## config.mk

```make
export PLATFORM = sky130hd
export DESIGN_NAME = cmpt_entry_builder
export DESIGN_NICKNAME = d
export VERILOG_FILES = /design/src/common/cmpt_pkg.sv /design/src/hw/cmpt_entry_builder.sv
export SDC_FILE = /design/constraint.sdc
export NUM_CORES = 1
export LEC_CHECK = 0
export BUFFER_PORTS_ARGS = -buffer_cell sky130_fd_sc_hd__buf_2
export CAP_MARGIN = 25
export CORE_AREA = 4 4 275 277
export DETAILED_ROUTE_END_ITERATION = 8
export DIE_AREA = 0 0 279 281
export GPL_TIMING_DRIVEN = 0
export PLACE_DENSITY_LB_ADDON = 0.15
export SLEW_MARGIN = 20
export SYNTH_ARGS = -nofsm -noshare
export SYNTH_HDL_FRONTEND = slang
export SYNTH_SLANG_ARGS = --single-unit
```

## constraint.sdc

```tcl
create_clock -name user_clk -period 41.9 [get_ports user_clk]
set_input_delay 8.38 -clock user_clk [delete_from_list [all_inputs] [get_ports user_clk]]
set_output_delay 8.38 -clock user_clk [all_outputs]
set_load 0.005 [all_outputs]
```

## src/common/cmpt_pkg.sv

```systemverilog
// Shared widths and types for the completion path; entry width is fixed at 512 bits, 16 words of 32
package cmpt_pkg;

  ///////////////////////////////
  // Widths
  ///////////////////////////////

  localparam int CMPT_DATA_W = 512;                // One completion entry per beat
  localparam int CMPT_DW_CNT = CMPT_DATA_W / 32;   // One parity bit per 32-bit word
  localparam int QID_W       = 11;                 // Queue ID width on the completion sideband
  localparam int LEN_W       = 16;                 // Largest packet length the stream can carry
  localparam int PKT_ID_W    = 16;                 // Packet ID counter width, wraps on overflow
  localparam int USER_DATA_W = 128;                // Custom write-back data copied into the entry

  ///////////////////////////////
  // Types
  ///////////////////////////////

  typedef logic [CMPT_DATA_W-1:0] cmpt_data_t;

  // Code 0 means 8 bytes, code 1 means 16 bytes and code 2 means 32 bytes
  typedef logic [1:0] cmpt_size_t;

  // Request fields that arrive together with the formed strobe
  typedef struct packed {
    logic                   marker;     // Payload packet is a marker packet
    logic [QID_W-1:0]       qid;        // Queue that owns the packet
    cmpt_size_t             size;       // Completion size code
    logic [LEN_W-1:0]       btt;        // Payload length in bytes, not the completion length
    logic [USER_DATA_W-1:0] user_data;  // Custom write-back bits
  } cmpt_req_t;

  // Sideband stored next to each entry in the buffer (30 bits)
  typedef struct packed {
    logic [PKT_ID_W-1:0] pkt_id;        // Payload packet this completion belongs to
    logic                marker;
    logic [QID_W-1:0]    qid;
    cmpt_size_t          size;
  } cmpt_meta_t;

  // Run-time control of the release logic
  typedef struct packed {
    logic force_start;                  // Release entries as soon as they are buffered
    logic hold;                         // Block the outgoing stream entirely
  } cmpt_knob_t;

  // Entry builder states
  typedef enum logic {
    BLD_IDLE,                           // No entry on offer
    BLD_OFFER                           // Entry on offer to the buffer
  } builder_state_e;

endpackage

```

## src/hw/cmpt_entry_builder.sv

```systemverilog
// Sender must hold c2h_formed until cmpt_sent; requests during a stalled offer are ignored
`timescale 1ns/1ps

module cmpt_entry_builder
  import cmpt_pkg::*;
(
  input  logic           user_clk,
  input  logic           user_reset_n,
  input  logic           c2h_formed,    // Payload packet is formed, build its completion
  input  cmpt_req_t      req,           // Request fields, valid with c2h_formed
  input  logic           entry_ready,   // Buffer can take the entry on offer
  output cmpt_data_t     entry_data,
  output cmpt_meta_t     entry_meta,
  output logic           entry_valid,
  output logic           entry_last,
  output logic           cmpt_sent      // Request accepted in this cycle
);

  builder_state_e      state;
  logic                accept;          // Request taken this cycle
  logic                wr_fire;         // Entry handed to the buffer this cycle
  logic [PKT_ID_W-1:0] pkt_cnt;         // ID of the next entry written to the buffer
  logic                marker_q;
  logic [QID_W-1:0]    qid_q;
  cmpt_size_t          size_q;

  // A new request may replace the offered entry only in the cycle the buffer takes it
  assign accept      = c2h_formed & ((state == BLD_IDLE) | entry_ready);
  assign cmpt_sent   = accept;
  assign entry_valid = (state == BLD_OFFER);
  assign entry_last  = 1'b1;            // Every completion is a single beat
  assign wr_fire     = entry_valid & entry_ready;

  ///////////////////////////////
  // Offer state machine
  ///////////////////////////////

  always_ff @(posedge user_clk) begin
    if (!user_reset_n) begin
      state <= BLD_IDLE;
    end else begin
      case (state)
        BLD_IDLE: begin
          if (accept) begin
            state <= BLD_OFFER;
          end
        end
        BLD_OFFER: begin
          if (wr_fire && !accept) begin  // Buffer took it and nothing new is waiting
            state <= BLD_IDLE;
          end
        end
        default: begin
          state <= BLD_IDLE;
        end
      endcase
    end
  end

  // Entry layout follows the standard completion format the host driver parses
  // Bits 2:0 reserved, bit 3 marks the descriptor as used, bits 19:4 carry the length
  always_ff @(posedge user_clk) begin
    if (accept) begin
      entry_data <= {{3{req.user_data}}, req.user_data[USER_DATA_W-1:20], req.btt, 1'b1, 3'b000};
      marker_q   <= req.marker;
      qid_q      <= req.qid;
      size_q     <= req.size;
    end
  end

  // Packet IDs start at 1 and must match the payload packet numbering
  always_ff @(posedge user_clk) begin
    if (!user_reset_n) begin
      pkt_cnt <= PKT_ID_W'(1);
    end else if (wr_fire) begin
      pkt_cnt <= pkt_cnt + 1'b1;         // Wraps at 16 bits
    end
  end

  always_comb begin
    entry_meta.pkt_id = pkt_cnt;         // Tagged at the buffer input, not at acceptance
    entry_meta.marker = marker_q;
    entry_meta.qid    = qid_q;
    entry_meta.size   = size_q;
  end

  // A stalled offer keeps its entry until the buffer takes it
  a_stall_stable: assert property (@(posedge user_clk) disable iff (!user_reset_n)
    entry_valid && !entry_ready |=> entry_valid && $stable(entry_data));

endmodule

```

==> flow_summary.json <==
{
  "outcome": "complete, no violations",
  "multiInputGateArea_um2": 432,
  "maxSlewHeadroom_pct": 62.5,
  "syn_area_per_cell_um2": 13.5,
  "r2r-start": "entry_valid",
  "cts_resized": 0,
  "grt_pass1_wl_mm": 43.8,
  "antenna_found_initial": 12,
  "dr.pass1.iters": 4,
  "period_share_pct": 42.2,
  "seq_area_frac_synth_pct": 61.3,
  "dp_hpwl_mm": 27.4,
  "final_nets": 1511,
  "vdd_drop_max_mv": 0.0217,
  "hp-class": "flop to flop",
  "end_kind": "output pin",
  "fin_cells": 2327,
  "pre_cts_slack_ns": 24.21,
  "final-seq-area_um2": 5080,
  "gr-total-overflow": 0,
  "cts.sinks": 175,
  "synth.distinct_cells": 29,
  "p_leak_nw": 6.76,
  "grt_start_max_net_pins": 22,
  "ant_nets": 0,
  "mostFrequentLayoutCell": "buf_2",
  "fin_crit_ns": 17.67,
  "skew_ns": 0.0175,
  "initial_core_util_pct": 11.4,
  "vias_per_cell": 2.82,
  "drv_slew": 0,
  "gp_congestion": 0.748,
  "syn_inst": 616,
  "rows": 99,
  "required_ns": 33.52,
  "grt_usage_pct": 7.69,
  "worstMarginPinSlew_ns": 0.561,
  "die-area_um2": 78400,
  "setup_tns_ns": 0,
  "dpl-instance-area_um2": 13300,
  "critical_path.max_fanout": 9,
  "setup_ws_ns": 24.23,
  "startpoint": "entry_ready",
  "powerDensity_nw_per_um2": 32.3,
  "timing.fmax_mhz": 56.6,
  "h-tree-depth": 4,
  "hp-start": "pkt_cnt[15]",
  "wire_per_inst_um": 13.8,
  "place_inst": 2288,
  "wirelength_mm": 32.2,
  "fp.dieW_um": 279,
  "cts.clk_slew.worst_paths_ns": 0.08,
  "io_buffers": 701,
  "cts_tree": "built",
  "rsz0062_at_grt": "false",
  "drive_gt1_share_pct": 82.1,
  "grt_pass1_vias": 6420,
  "fp.coreArea_um2": 72800,
  "ctsLongestPathBuffers": 2,
  "vias": 6551,
  "cap_violations": 0,
  "crit_path_start_kind": "input pin",
  "io_pins": 707,
  "finalHoldViolations": 0,
  "ys_seq_elements": 175,
  "post_cts_buffers": 0,
  "area_delta_synth_final_pct": 67.1,
  "cts_buffers": 17,
  "synth.cell_area_um2": 8290,
  "setup_violations": 0,
  "cts.root.buffer_cell": "clkbuf_16",
  "fin_hold_ws_ns": 0.492,
  "fill_cells": 8111,
  "drcViolationCount": 0,
  "postLayoutCellArea_um2": 13900,
  "die_y_um": 281,
  "clock_latency_ns": 0.47,
  "yosys_warnings": 0,
  "worstPathArrival_ns": 9.29,
  "final_cell_mix": "buf_2, buf_4, edfxtp_1, clkbuf_16, dfxtp_1",
  "cts_hold_buf": 0,
  "criticalPathCategory": "input pin to output pin",
  "drt_iter0_markers": 173
}
state kept, by name, indices dropped and copies added, names as in the netlist:
signal / cells
size_q: 2
entry_data: 144
qid_q: 11
marker_q: 1
entry_valid: 1
pkt_cnt: 16
critical path, cell delays in order:
cell and delay [ns]:
buf_2 0.12, inv_1 0.08, a21boi_4 0.48, buf_2 0.22
logic make-up after synthesis:
logic type | Yosys count | synth area share (%)
simple gates | 41 | 2.76
compound gates | 11 | 0.770
other cells | 2 | 0.0906
buf+inv | 375 | 33.7
xor+xnor | 11 | 1.16
fa+ha+maj | 1 | 0.151
flops | 175 | 61.3
report_power, final:
group	switching, mW	total, mW	internal (mW)
clock	0.0815	0.160	0.0789
sequential	0.00914	0.211	0.202
combinational	0.0276	0.0765	0.0489
cells in the mapped netlist:
library cell / instances / area, µm²
conb_1: 2 / 7.51
nand2_1: 9 / 33.8
nor3_1: 2 / 10.0
a21boi_0: 1 / 7.51
or4_1: 1 / 7.51
o31ai_1: 1 / 7.51
xor2_1: 7 / 61.3
inv_1: 3 / 11.3
nor4_1: 1 / 6.26
nand4_1: 4 / 25.0
clkbuf_1: 1 / 3.75
o41ai_1: 1 / 8.76
and3_2: 1 / 7.51
dfxtp_1: 17 / 340
buf_4: 370 / 2780
and4_4: 1 / 11.3
ha_1: 1 / 12.5
nand3_1: 4 / 20.0
xnor2_1: 4 / 35.0
buf_2: 1 / 5.00
or3_1: 1 / 6.26
and4_1: 2 / 17.5
a21oi_1: 6 / 30.0
o21ai_0: 2 / 10.0
edfxtp_1: 158 / 4740
or4b_1: 1 / 10.0
nand4_4: 1 / 21.3
or3_2: 1 / 7.51
nor2_1: 12 / 45.0
final cells by class:
type                    count  share of cell area [%]
diodes                      7                   0.126
plain buffers             372                    20.1
flip-flops and latches    175                    36.7
well taps                 959                    8.66
multi-input cells          69                    3.11
clock buffers              17                    3.07
inverters                   3                  0.0813
clock inverters            15                    1.05
repair buffers            710                    27.1
path summary, 6_finish.rpt:
| path | slack (ns) | depth (start not counted) | end |
|---|---|---|---|
| setup / recovery | 24.23 | 4 | cmpt_sent |
| hold / removal | 0.49 | 2 | pkt_cnt[15] |
| setup reg to reg | 39.71 | 6 | marker_q |
| hold reg to reg | 0.49 | 2 | pkt_cnt[15] |
stage by stage:
step / utilization (%) / power, mW
CTS: 19.0 / 0.466
floorplan: - / 0.251
global placement: 17.9 / 0.298
global route: 19.0 / 0.476
finish: 19.0 / 0.448
detailed placement: 18.2 / 0.294
metal layers:
metal | global-route usage, % | up-vias | routed length (µm)
met3 | 3.21 | 24 | 3080
met1 | 7.29 | 2998 | 10600
met2 | 14.7 | 347 | 18100
met4 | 2.91 | 4 | 454
met5 | 0 | - | 27
li1 | - | 3178 | -
No activity file was read; power rests on OpenSTA's default activity.
