==> src/common/cmpt_pkg.sv <==
// Shared widths and types for the completion path; entry width is fixed at 512 bits, 16 words of 32
package cmpt_pkg;

  ///////////////////////////////
  // Widths
  ///////////////////////////////

  localparam int CMPT_DATA_W = 512;                // One completion entry per beat
  localparam int CMPT_DW_CNT = CMPT_DATA_W / 32;   // One parity bit per 32-bit word
  localparam int QID_W       = 11;                 // Queue ID width on the completion sideband
  localparam int LEN_W       = 16;                 // Largest packet length the stream can carry
  localparam int PKT_ID_W    = 16;                 // Packet ID counter width, wraps on overflow
  localparam int USER_DATA_W = 128;                // Custom write-back data copied into the entry

  ///////////////////////////////
  // Types
  ///////////////////////////////

  typedef logic [CMPT_DATA_W-1:0] cmpt_data_t;

  // Code 0 means 8 bytes, code 1 means 16 bytes and code 2 means 32 bytes
  typedef logic [1:0] cmpt_size_t;

  // Request fields that arrive together with the formed strobe
  typedef struct packed {
    logic                   marker;     // Payload packet is a marker packet
    logic [QID_W-1:0]       qid;        // Queue that owns the packet
    cmpt_size_t             size;       // Completion size code
    logic [LEN_W-1:0]       btt;        // Payload length in bytes, not the completion length
    logic [USER_DATA_W-1:0] user_data;  // Custom write-back bits
  } cmpt_req_t;

  // Sideband stored next to each entry in the buffer (30 bits)
  typedef struct packed {
    logic [PKT_ID_W-1:0] pkt_id;        // Payload packet this completion belongs to
    logic                marker;
    logic [QID_W-1:0]    qid;
    cmpt_size_t          size;
  } cmpt_meta_t;

  // Run-time control of the release logic
  typedef struct packed {
    logic force_start;                  // Release entries as soon as they are buffered
    logic hold;                         // Block the outgoing stream entirely
  } cmpt_knob_t;

  // Entry builder states
  typedef enum logic {
    BLD_IDLE,                           // No entry on offer
    BLD_OFFER                           // Entry on offer to the buffer
  } builder_state_e;

endpackage

==> src/cmpt_buffer/cmpt_release_ctrl.sv <==
// Burst gating is combinational on the FIFO read side; IDLE_LIMIT sets the timeout in clock cycles
`timescale 1ns/1ps

module cmpt_release_ctrl
  import cmpt_pkg::*;
#(
  parameter int IDLE_LIMIT = 4095
) (
  input  logic                   user_clk,
  input  logic                   user_reset_n,
  input  logic                   wr_fire,           // Entry written into the FIFO
  input  cmpt_data_t             rd_data,
  input  cmpt_meta_t             rd_meta,
  input  logic                   rd_last,
  input  logic                   rd_valid,
  input  logic                   almost_empty,
  input  logic                   prog_full,
  input  logic                   c2h_fifo_is_full,  // Payload side cannot take more data
  input  cmpt_knob_t             knob,
  input  logic                   cmpt_tready,
  output logic                   rd_ready,
  output cmpt_data_t             cmpt_tdata,
  output cmpt_meta_t             cmpt_meta,
  output logic [CMPT_DW_CNT-1:0] cmpt_dpar,
  output logic                   cmpt_tvalid,
  output logic                   cmpt_tlast
);

  localparam int              CW      = $clog2(IDLE_LIMIT + 1);
  localparam logic [CW-1:0]   IDLE_MAX = CW'(IDLE_LIMIT);

  logic [CW-1:0] idle_cnt;      // Cycles since the last FIFO write
  logic          idle_timeout;  // Buffered entries have gone stale
  logic          burst_start;
  logic          active;        // Burst in progress, runs until almost empty
  logic          release_open;  // Output path is allowed to move

  ///////////////////////////////
  // Idle timer
  ///////////////////////////////

  always_ff @(posedge user_clk) begin
    if (!user_reset_n) begin
      idle_cnt <= '0;
    end else if (wr_fire) begin
      idle_cnt <= '0;                 // New traffic restarts the wait
    end else if (idle_cnt != IDLE_MAX) begin
      idle_cnt <= idle_cnt + 1'b1;    // Saturates at the limit
    end
  end

  assign idle_timeout = (idle_cnt == IDLE_MAX);

  ///////////////////////////////
  // Burst control
  ///////////////////////////////

  // Trade latency for long bursts, so wait until there is a reason to drain
  assign burst_start = knob.force_start |
                       (~almost_empty & (idle_timeout | c2h_fifo_is_full | prog_full));

  always_ff @(posedge user_clk) begin
    if (!user_reset_n) begin
      active <= 1'b0;
    end else if (almost_empty) begin
      active <= 1'b0;                 // Burst ends with the last entry or two
    end else if (cmpt_tvalid) begin
      active <= 1'b1;
    end
  end

  assign release_open = (burst_start | active) & ~knob.hold;
  assign cmpt_tvalid  = release_open & rd_valid;
  assign rd_ready     = release_open & cmpt_tready;  // Pop only on an accepted beat

  assign cmpt_tdata = rd_data;
  assign cmpt_meta  = rd_meta;
  assign cmpt_tlast = rd_last;

  // Inverted parity over each 32-bit word of the outgoing data
  for (genvar w = 0; w < CMPT_DW_CNT; w++) begin : g_dpar
    assign cmpt_dpar[w] = ~(^cmpt_tdata[32*w +: 32]);
  end

  // Hold keeps the head of the FIFO in place, so no buffered entry leaves while it is set
  a_hold_blocks: assert property (@(posedge user_clk) disable iff (!user_reset_n)
    knob.hold && rd_valid |=> rd_valid && $stable(rd_meta));

endmodule

==> config.mk <==
export PLATFORM = sky130hd
export DESIGN_NAME = cmpt_release_ctrl
export DESIGN_NICKNAME = d
export VERILOG_FILES = /design/src/common/cmpt_pkg.sv /design/src/cmpt_buffer/cmpt_release_ctrl.sv
export SDC_FILE = /design/constraint.sdc
export NUM_CORES = 1
export LEC_CHECK = 0
export ABC_AREA = 1
export BUFFER_PORTS_ARGS = -buffer_cell sky130_fd_sc_hd__buf_2
export CORE_AREA = 5 5 431 433
export CTS_CLUSTER_SIZE = 28
export DETAILED_ROUTE_END_ITERATION = 8
export DIE_AREA = 0 0 436 438
export GPL_ROUTABILITY_DRIVEN = 0
export PLACE_DENSITY_LB_ADDON = 0.12
export SYNTH_ARGS = -nofsm -noshare
export SYNTH_HDL_FRONTEND = slang
export SYNTH_SLANG_ARGS = --single-unit
==> constraint.sdc <==
create_clock -name user_clk -period 4.1 [get_ports user_clk]
set_input_delay 0.82 -clock user_clk [delete_from_list [all_inputs] [get_ports user_clk]]
set_output_delay 0.82 -clock user_clk [all_outputs]
set_load 0.02 [all_outputs]
==> impl_metrics.json, run 1 <==
{
  "status": "completed",
  "syn-cell-area_um2": 18000,
  "rows": 157,
  "design_area_um2": 22300,
  "vias_per_cell": 3.25,
  "holdWs_ns": 0.455,
  "ys_seq_elements": 13,
  "rsz0062_at_grt": "false",
  "synth_ff_type": "dfxtp_1",
  "r2r_setup_slack_ns": 2.68,
  "synth.area.mux_share_pct": 0,
  "grt.total_usage_pct": 9.64,
  "drive_above_1_share_pct": 22.9,
  "yosys.area_share.simple_pct": 62.2,
  "cp.arrival_ns": 2.21,
  "yosysTopAreaCellShare_pct": 59.2,
  "wire_per_inst_um": 14.0,
  "hold_viol": 0,
  "finalCriticalPeriod_ns": 3.03,
  "yosysWarnings": 0,
  "cts_htree_levels": 1,
  "tightest_slew_ns": 0.502,
  "critPathRequiredTime_ns": 3.28,
  "max-slew-margin-rel_pct": 66.4,
  "cts_tree": "built",
  "cts_resized": 0,
  "yosys.cell_types.count": 22,
  "drtPass1Iterations": 5,
  "fp.dieH_um": 438,
  "port-buffer-count": 1051,
  "fillers": 21700,
  "grt_max_degree": 10,
  "start_kind": "primary input",
  "dieArea_um2": 191000,
  "synth_xor_area_share_pct": 0.340,
  "multi_input_area_um2": 11400,
  "max_freq_mhz": 330,
  "yosysSeqAreaShare_pct": 1.44,
  "synthToLayoutAreaGrowth_pct": 23.8,
  "synth_compound_area_share_pct": 0.388,
  "cts_sinks": 13,
  "maxSlewViolCount": 0,
  "irDropWorstVdd_uv": 123,
  "setup-violations-final": 0,
  "drt-total-wl_um": 99100,
  "drt_iter0_drc": 930,
  "synth.top_cells.by_area": "nand2_1 59%, buf_4 23%, inv_1 13%, dfxtp_1 1.4%, nand3_1 1.4%",
  "cts.clk_slew.worst_paths_ns": 0.04,
  "syn_area_per_cell_um2": 4.34,
  "synth_cells": 4156,
  "place_area_um2": 22200,
  "async_reset_ff_share_pct": 0,
  "postCtsSetupBuffers": 0,
  "cts_made_buffers": 3,
  "seq_area_um2": 260,
  "p_total_uw": 3120,
  "power.leakage_uw": 0.0160,
  "skew_ns": 0.00485,
  "grt_pass1_vias": 20800,
  "synth-edff-count": 0,
  "worstSetupPathType": "in2out",
  "path_max_fanout": 4,
  "layout.nets": 5223,
  "yosysTopAreaCell": "nand2_1",
  "ctsRootBufferMaster": "clkbuf_16",
  "cp-end-kind": "output port",
  "drtAntennaViolNets": 0,
  "r2r_cells": 7,
  "drv_cap": 0,
  "start_util_pct": 9.93,
  "powerDensity_nw_per_um2": 140,
  "drc": 0,
  "synth_common_cells": "2,847 x nand2_1, 623 x inv_1, 543 x buf_4, 50 x nand3_1, 44 x nor2_1",
  "core_um2": 182000,
  "hold_path_class": "reg2reg",
  "synthAdderAreaFrac_pct": 0.0693,
  "period_share_pct": 73.9,
  "whs_path_depth": 2,
  "io_pins": 1114,
  "synth_top_family_by_area": "simple AND/OR/NAND/NOR gates",
  "synth_most_common_cell": "nand2_1",
  "synthesis.nets": 4710,
  "place_hpwl_um": 94100,
  "grt_pass1_wl_um": 138000,
  "ctsHoldBuffers": 0,
  "antenna_found_initial": 48,
  "cts.path.max_buffers": 2,
  "num_vias": 23000,
  "clock_latency_ns": 0.24,
  "setup_tns_ns": 0,
  "grt.overflow.total": 0,
  "die_w_um": 436
}
==> registers in the layout, summed over array words and instances, names as in the netlist <==
name,count
active,1
idle_cnt,12
==> where the power goes <==
group / internal, uW / switching [uW]
registers: 128 / 1.23
logic: 871 / 1940
clock network: 131 / 56.1
total: 1130 / 1990
==> per-stage QoR <==
| stage | instances | utilization (%) | setup WS, ns |
|---|---|---|---|
| after floorplan | 4156 | - | 1.72 |
| after global placement | 7049 | 12.2 | 0.712 |
| after detailed placement | 7049 | 12.2 | 0.816 |
| after CTS | 7053 | 12.3 | 0.814 |
| after global routing | 7055 | 12.3 | 0.740 |
| final | 7070 | 12.3 | 1.07 |
==> cells by family (layout without fill, tap and decap cells) <==
| family | Yosys count | count (layout) |
|---|---|---|
| AOI/OAI and AO/OA | 13 | 13 |
| xor gates and xnor gates | 7 | 7 |
| adders and majority gates | 1 | 1 |
| buffers and inverters | 1167 | 1679 |
| DFF | 13 | 13 |
| other | 0 | 17 |
| and+or+nand+nor | 2955 | 2955 |
==> path summary, 6_finish.rpt <==
check,start,to
worst max register to register,idle_cnt[0],idle_cnt[2]
worst min-delay path,active,active
worst min register to register,active,active
worst max-delay path,rd_data[266],cmpt_dpar[8]
==> critical path: stages <==
cell and delay (ns):
buf_2 0.22, inv_1 0.08, nand2_1 0.07, nand2_1 0.06, nand2_1 0.07, nand2_1 0.05, nand2_1 0.06, nand2_1 0.20
inv_1 0.14, nand2_1 0.06, nand2_1 0.06, nand2_1 0.04, nand2_1 0.07, buf_2 0.19
==> cells in the final DEF (no fill, tap or decap) <==
cell type / synthesis / final
o21ai_0: 8 / 8
and3_1: 1 / 1
nand3_1: 50 / 50
nand3_2: 2 / 2
clkbuf_16: 0 / 3
diode_2: 0 / 17
xnor2_1: 4 / 4
a31oi_1: 1 / 1
a21oi_1: 3 / 3
clkbuf_1: 0 / 1
inv_2: 1 / 1
a21oi_2: 1 / 1
nor2_1: 44 / 44
dfxtp_1: 13 / 13
nand4_1: 1 / 1
nand4_2: 1 / 1
inv_1: 623 / 623
nand3_4: 1 / 1
xor2_1: 3 / 3
buf_2: 0 / 1051
nand2_1: 2847 / 2847
ha_1: 1 / 1
nand2_2: 4 / 4
nor2_4: 2 / 2
nor2_2: 2 / 2
==> layout make-up <==
| class | count | area share, % |
|---|---|---|
| timing repair buffer | 1051 | 23.5 |
| tap | 2385 | 13.4 |
| clock buffer | 4 | 0.353 |
| multi-input combinational | 2976 | 50.9 |
| inverter | 624 | 10.5 |
| sequential | 13 | 1.17 |
| antenna | 17 | 0.190 |
==> metal layers <==
metal / vias up / routed length (um) / track usage, % / share of wire [%]
met4: 32 / 690 / 0.525 / 0.70
li1: 12500 / - / - / -
met1: 9924 / 41100 / 11.2 / 41
met3: 74 / 6870 / 2.70 / 6.9
met2: 474 / 50200 / 18.2 / 51
met5: - / 208 / 0 / 0.21
Power figures use the tool's default switching activity.
==> run 2: changes to the inputs <==
==> constraint.sdc (replaced) <==
create_clock -name user_clk -period 2.6 [get_ports user_clk]
set_input_delay 0.52 -clock user_clk [delete_from_list [all_inputs] [get_ports user_clk]]
set_output_delay 0.52 -clock user_clk [all_outputs]
set_load 0.02 [all_outputs]
==> impl_metrics.json, run 2 (synthesized netlist as in run 1, its figures left out) <==
{
  "status": "completed",
  "wire_per_inst_um": 14.0,
  "grt.overflow.total": 0,
  "hold_viol": 0,
  "drtAntennaViolNets": 0,
  "drtPass1Iterations": 5,
  "worstSetupPathType": "in2out",
  "cts_sinks": 13,
  "port-buffer-count": 1051,
  "hold_path_class": "reg2reg",
  "setup_tns_ns": 0,
  "core_um2": 182000,
  "max-slew-margin-rel_pct": 65.6,
  "cts.path.max_buffers": 2,
  "fin_util_pct": 12.3,
  "cp.arrival_ns": 1.83,
  "synthToLayoutAreaGrowth_pct": 24.3,
  "place_hpwl_um": 94200,
  "critPathRequiredTime_ns": 2.08,
  "r2r_cells": 9,
  "skew_ns": 0.00192,
  "setup-violations-final": 0,
  "fp.dieH_um": 438,
  "drt-total-wl_um": 99000,
  "place_ws_ns": 0.104,
  "r2r_setup_slack_ns": 1.16,
  "layout.nets": 5228,
  "die_w_um": 436,
  "start_util_pct": 9.93,
  "antenna_found_initial": 38,
  "tightest_slew_ns": 0.514,
  "reg2reg_to": "active",
  "final_cell_mix": "2,847 x nand2_1, 1,050 x buf_2, 623 x inv_1, 50 x nand3_1, 44 x nor2_1",
  "drv_cap": 0,
  "fillers": 21700,
  "drt_iter0_drc": 906,
  "grt_pass1_vias": 20700,
  "grt.total_usage_pct": 9.62,
  "grt_pass1_wl_um": 137000,
  "irDropWorstVdd_uv": 117,
  "cts.clk_slew.worst_paths_ns": 0.04,
  "cp-end-kind": "output port",
  "cts_resized": 0,
  "design_area_um2": 22400,
  "start_kind": "primary input",
  "largest_register_ffs": 12,
  "max_freq_mhz": 425,
  "crit_path_end": "cmpt_dpar[8]",
  "place_area_um2": 22300,
  "io_pins": 1114,
  "clock_latency_ns": 0.24,
  "cts_tree": "built",
  "crit_path_start": "rd_data[270]",
  "dieArea_um2": 191000,
  "power.leakage_uw": 0.0161,
  "powerDensity_nw_per_um2": 221,
  "ctsHoldBuffers": 0,
  "rsz0062_at_grt": "false",
  "postCtsSetupBuffers": 0,
  "period_share_pct": 90.6,
  "cts_made_buffers": 3,
  "reg_top3": "idle_cnt (12), active (1)",
  "drc": 0,
  "rows": 157,
  "top_register": "idle_cnt",
  "ctsRootBufferMaster": "clkbuf_16",
  "finalCriticalPeriod_ns": 2.35,
  "drive_above_1_share_pct": 23.0,
  "grt_max_degree": 10,
  "path_max_fanout": 4,
  "r2r_start": "idle_cnt[0]",
  "final.setup.worst_slack_ns": 0.245,
  "cts_htree_levels": 1,
  "final_common_cell": "nand2_1",
  "num_vias": 22900,
  "vias_per_cell": 3.24,
  "maxSlewViolCount": 0
}
==> run 2: cell types whose count changed in the layout (fill, tap and decap cells not counted) <==
| cell | change |
|---|---|
| buf_2 | -1 |
| buf_4 | +1 |
| buf_12 | +5 |
| diode_2 | -1 |
==> run 2: how the worst min path moves through the flow <==
stage / start / endpoint / slack [ns] / cells past startpoint
6_report: active / active / 0.46 / 2
5_1_grt: active / active / 0.49 / 2
4_1_cts: active / active / 0.47 / 2
3_5_place_dp: active / active / 0.46 / 2
3_3_place_gp: active / active / 0.46 / 2
2_1_floorplan: active / active / 0.44 / 2
==> run 2: worst max-delay path, stage by stage <==
cell     delay (ns)
buf_2          0.13
inv_1          0.06
nand2_1        0.06
nand2_1        0.08
buf_12         0.14
nand2_1        0.05
nand2_1        0.05
nand2_1        0.05
nand2_1        0.10
buf_12         0.15
inv_1          0.06
nand2_1        0.05
nand2_1        0.06
nand2_1        0.04
nand2_1        0.06
buf_4          0.15
==> run 2: through the flow <==
| stage | power, uW | cells | hold WS (ns) |
|---|---|---|---|
| 5_1_grt | 5600 | 7061 | 0.492 |
| 3_3_place_gp | 4730 | 7054 | 0.458 |
| 6_report | 4950 | 7074 | 0.461 |
| 4_1_cts | 5090 | 7058 | 0.467 |
| 2_1_floorplan | 3410 | 4156 | 0.439 |
| 3_5_place_dp | 4780 | 7054 | 0.458 |
==> run 2: cell type report <==
class | count | area (um2) | share of cell area, %
clock buffer | 4 | 78.8 | 0.351
sequential | 13 | 260 | 1.16
antenna | 16 | 40.0 | 0.178
multi-input combinational | 2976 | 11400 | 50.7
inverter | 624 | 2340 | 10.4
tap | 2385 | 2980 | 13.3
timing repair buffer | 1056 | 5360 | 23.9
==> run 2: layer usage <==
layer | global-route usage [%] | share of wire (%) | wire length [um]
met3 | 1.95 | 6.2 | 6100
met1 | 11.6 | 42 | 41800
met4 | 0.471 | 0.31 | 303
met2 | 18.3 | 51 | 50700
met5 | 0 | 0.13 | 130
==> run 2: where the power goes <==
| group | internal (uW) | switching (uW) | total, uW |
|---|---|---|---|
| clock network | 207 | 85.6 | 293 |
| logic | 1400 | 3050 | 4450 |
| registers | 202 | 1.78 | 204 |
| total | 1810 | 3140 | 4950 |
==> run 3: changes to the inputs <==
--- a/config.mk
+++ b/config.mk
@@ -7,10 +7,12 @@
 export LEC_CHECK = 0
 export ABC_AREA = 1
 export BUFFER_PORTS_ARGS = -buffer_cell sky130_fd_sc_hd__buf_2
-export CORE_AREA = 5 5 431 433
+export CELL_PAD_IN_SITES_DETAIL_PLACEMENT = 2
+export CELL_PAD_IN_SITES_GLOBAL_PLACEMENT = 2
+export CORE_AREA = 5 5 432 434
 export CTS_CLUSTER_SIZE = 28
 export DETAILED_ROUTE_END_ITERATION = 8
-export DIE_AREA = 0 0 436 438
+export DIE_AREA = 0 0 437 439
 export GPL_ROUTABILITY_DRIVEN = 0
 export PLACE_DENSITY_LB_ADDON = 0.12
 export SYNTH_ARGS = -nofsm -noshare
==> impl_metrics.json, run 3 (synthesized netlist as in run 1, its figures left out) <==
{
  "cp.arrival_ns": 1.83,
  "irDropWorstVdd_uv": 164,
  "final_common_cell": "nand2_1",
  "critPathRequiredTime_ns": 2.08,
  "hold_path_class": "reg2reg",
  "tightest_slew_ns": 0.278,
  "fin_cells": 7059,
  "rows": 157,
  "drt-total-wl_um": 104000,
  "powerDensity_nw_per_um2": 225,
  "wire_per_inst_um": 14.7,
  "die_w_um": 437,
  "power.leakage_uw": 0.0161,
  "place_hpwl_um": 99600,
  "grt.total_usage_pct": 10.2,
  "holdWs_ns": 0.462,
  "max-slew-margin-rel_pct": 81.6,
  "cts_made_buffers": 3,
  "antenna_found_initial": 13,
  "grt_max_degree": 10,
  "cpPeakStageDelay_ns": 0.21,
  "port-buffer-count": 1051,
  "path_cells": "buf_2 -> inv_1 -> nand2_1 -> nand2_1 -> nand2_1 -> nand2_1 -> nand2_1 -> nand2_1 -> nand2_1 -> nand2_1 -> nand2_1 -> nand2_1 -> buf_2",
  "fin_util_pct": 12.3,
  "drt_iter0_drc": 455,
  "cp-end-kind": "output port",
  "synthToLayoutAreaGrowth_pct": 23.8,
  "cts_htree_levels": 1,
  "clock_latency_ns": 0.24,
  "setup_tns_ns": 0,
  "drive_above_1_share_pct": 22.9,
  "fillers": 23000,
  "cts.path.max_buffers": 2,
  "p_total_uw": 5030,
  "io_pins": 1114,
  "maxSlewViolCount": 0,
  "num_vias": 24100,
  "fp.dieH_um": 439,
  "status": "completed",
  "r2r_start": "idle_cnt[0]",
  "layout.nets": 5226,
  "top_register": "idle_cnt",
  "path_common_cell": "nand2_1",
  "seq_area_um2": 260,
  "cp_slowest_cell": "buf_2",
  "cts.clk_slew.worst_paths_ns": 0.04,
  "max_freq_mhz": 426,
  "largest_register_ffs": 12,
  "place_inst": 7052,
  "ctsHoldBuffers": 0,
  "drtPass1Iterations": 4,
  "setup-violations-final": 0,
  "skew_ns": 0.00621,
  "drtAntennaViolNets": 0,
  "multi_input_area_um2": 11400,
  "ctsRootBufferMaster": "clkbuf_16",
  "grt.overflow.total": 0,
  "rsz0062_at_grt": "false",
  "grt_pass1_vias": 26300,
  "worstHoldStart": "active",
  "worstSetupPathType": "in2out",
  "finalCriticalPeriod_ns": 2.35,
  "postCtsSetupBuffers": 0,
  "path_max_fanout": 4,
  "drv_cap": 0,
  "dieArea_um2": 192000,
  "start_kind": "primary input",
  "period_share_pct": 90.3,
  "cts_resized": 0,
  "crit_path_start": "rd_data[259]",
  "core_um2": 182000,
  "drc": 0,
  "hold_viol": 0,
  "cp.buffers_inverters": 3,
  "vias_per_cell": 3.42,
  "cts_sinks": 13,
  "grt_pass1_wl_um": 154000,
  "reg_top3": "idle_cnt (12), active (1)",
  "start_util_pct": 9.90,
  "cts_tree": "built",
  "final_cell_mix": "2,847 x nand2_1, 1,050 x buf_2, 623 x inv_1, 50 x nand3_1, 44 x nor2_1",
  "critPathTopFamily": "simple AND/OR/NAND/NOR gates"
}
[run 3: changes by cell type in the layout (fill, tap and decap cells not counted), sizes merged]
cell | previous run | this run
buf | 1056 | 1054
diode | 16 | 3
[run 3: power breakdown]
part | switching (uW) | total, uW | internal, uW
logic | 3140 | 4530 | 1380
registers | 1.75 | 203 | 202
clock network | 89.0 | 296 | 207
total | 3240 | 5030 | 1790
[run 3: worst reg2reg max path: stages, from the launching register on]
cell	delay (ns)
dfxtp_1	0.37
ha_1	0.21
nand2_2	0.09
nor2_4	0.16
nand3_1	0.17
xnor2_1	0.16
o21ai_0	0.14
inv_1	0.05
[run 3: area by class of cell]
class | instances | share of cell area [%]
inverters | 624 | 10.5
multi-input cells | 2976 | 50.9
repair buffers | 1054 | 23.7
diodes | 3 | 0.0336
well taps | 2385 | 13.4
clock buffers | 4 | 0.353
flip-flops and latches | 13 | 1.17
[run 3: worst paths after layout]
check                  to  slack [ns]  cells past startpoint
max          cmpt_dpar[8]        0.25                     13
min                active        0.46                      2
max reg2reg   idle_cnt[6]        1.15                      7
min reg2reg        active        0.46                      2
[run 3: through the flow]
step	cell area, um2	setup WS, ns
after CTS	22300	0.114
after global placement	22300	0.0896
after detailed placement	22300	0.120
after floorplan	18000	0.785
after global routing	22300	0.0252
final	22300	0.252
[run 3: routing by layer]
layer,global-route usage [%],vias to the layer above,share of wire [%]
met2,21.7,409,57
met5,0,-,0.037
met4,0.267,6,0.22
met3,0.864,28,2.9
li1,-,12400,-
met1,11.2,11200,40
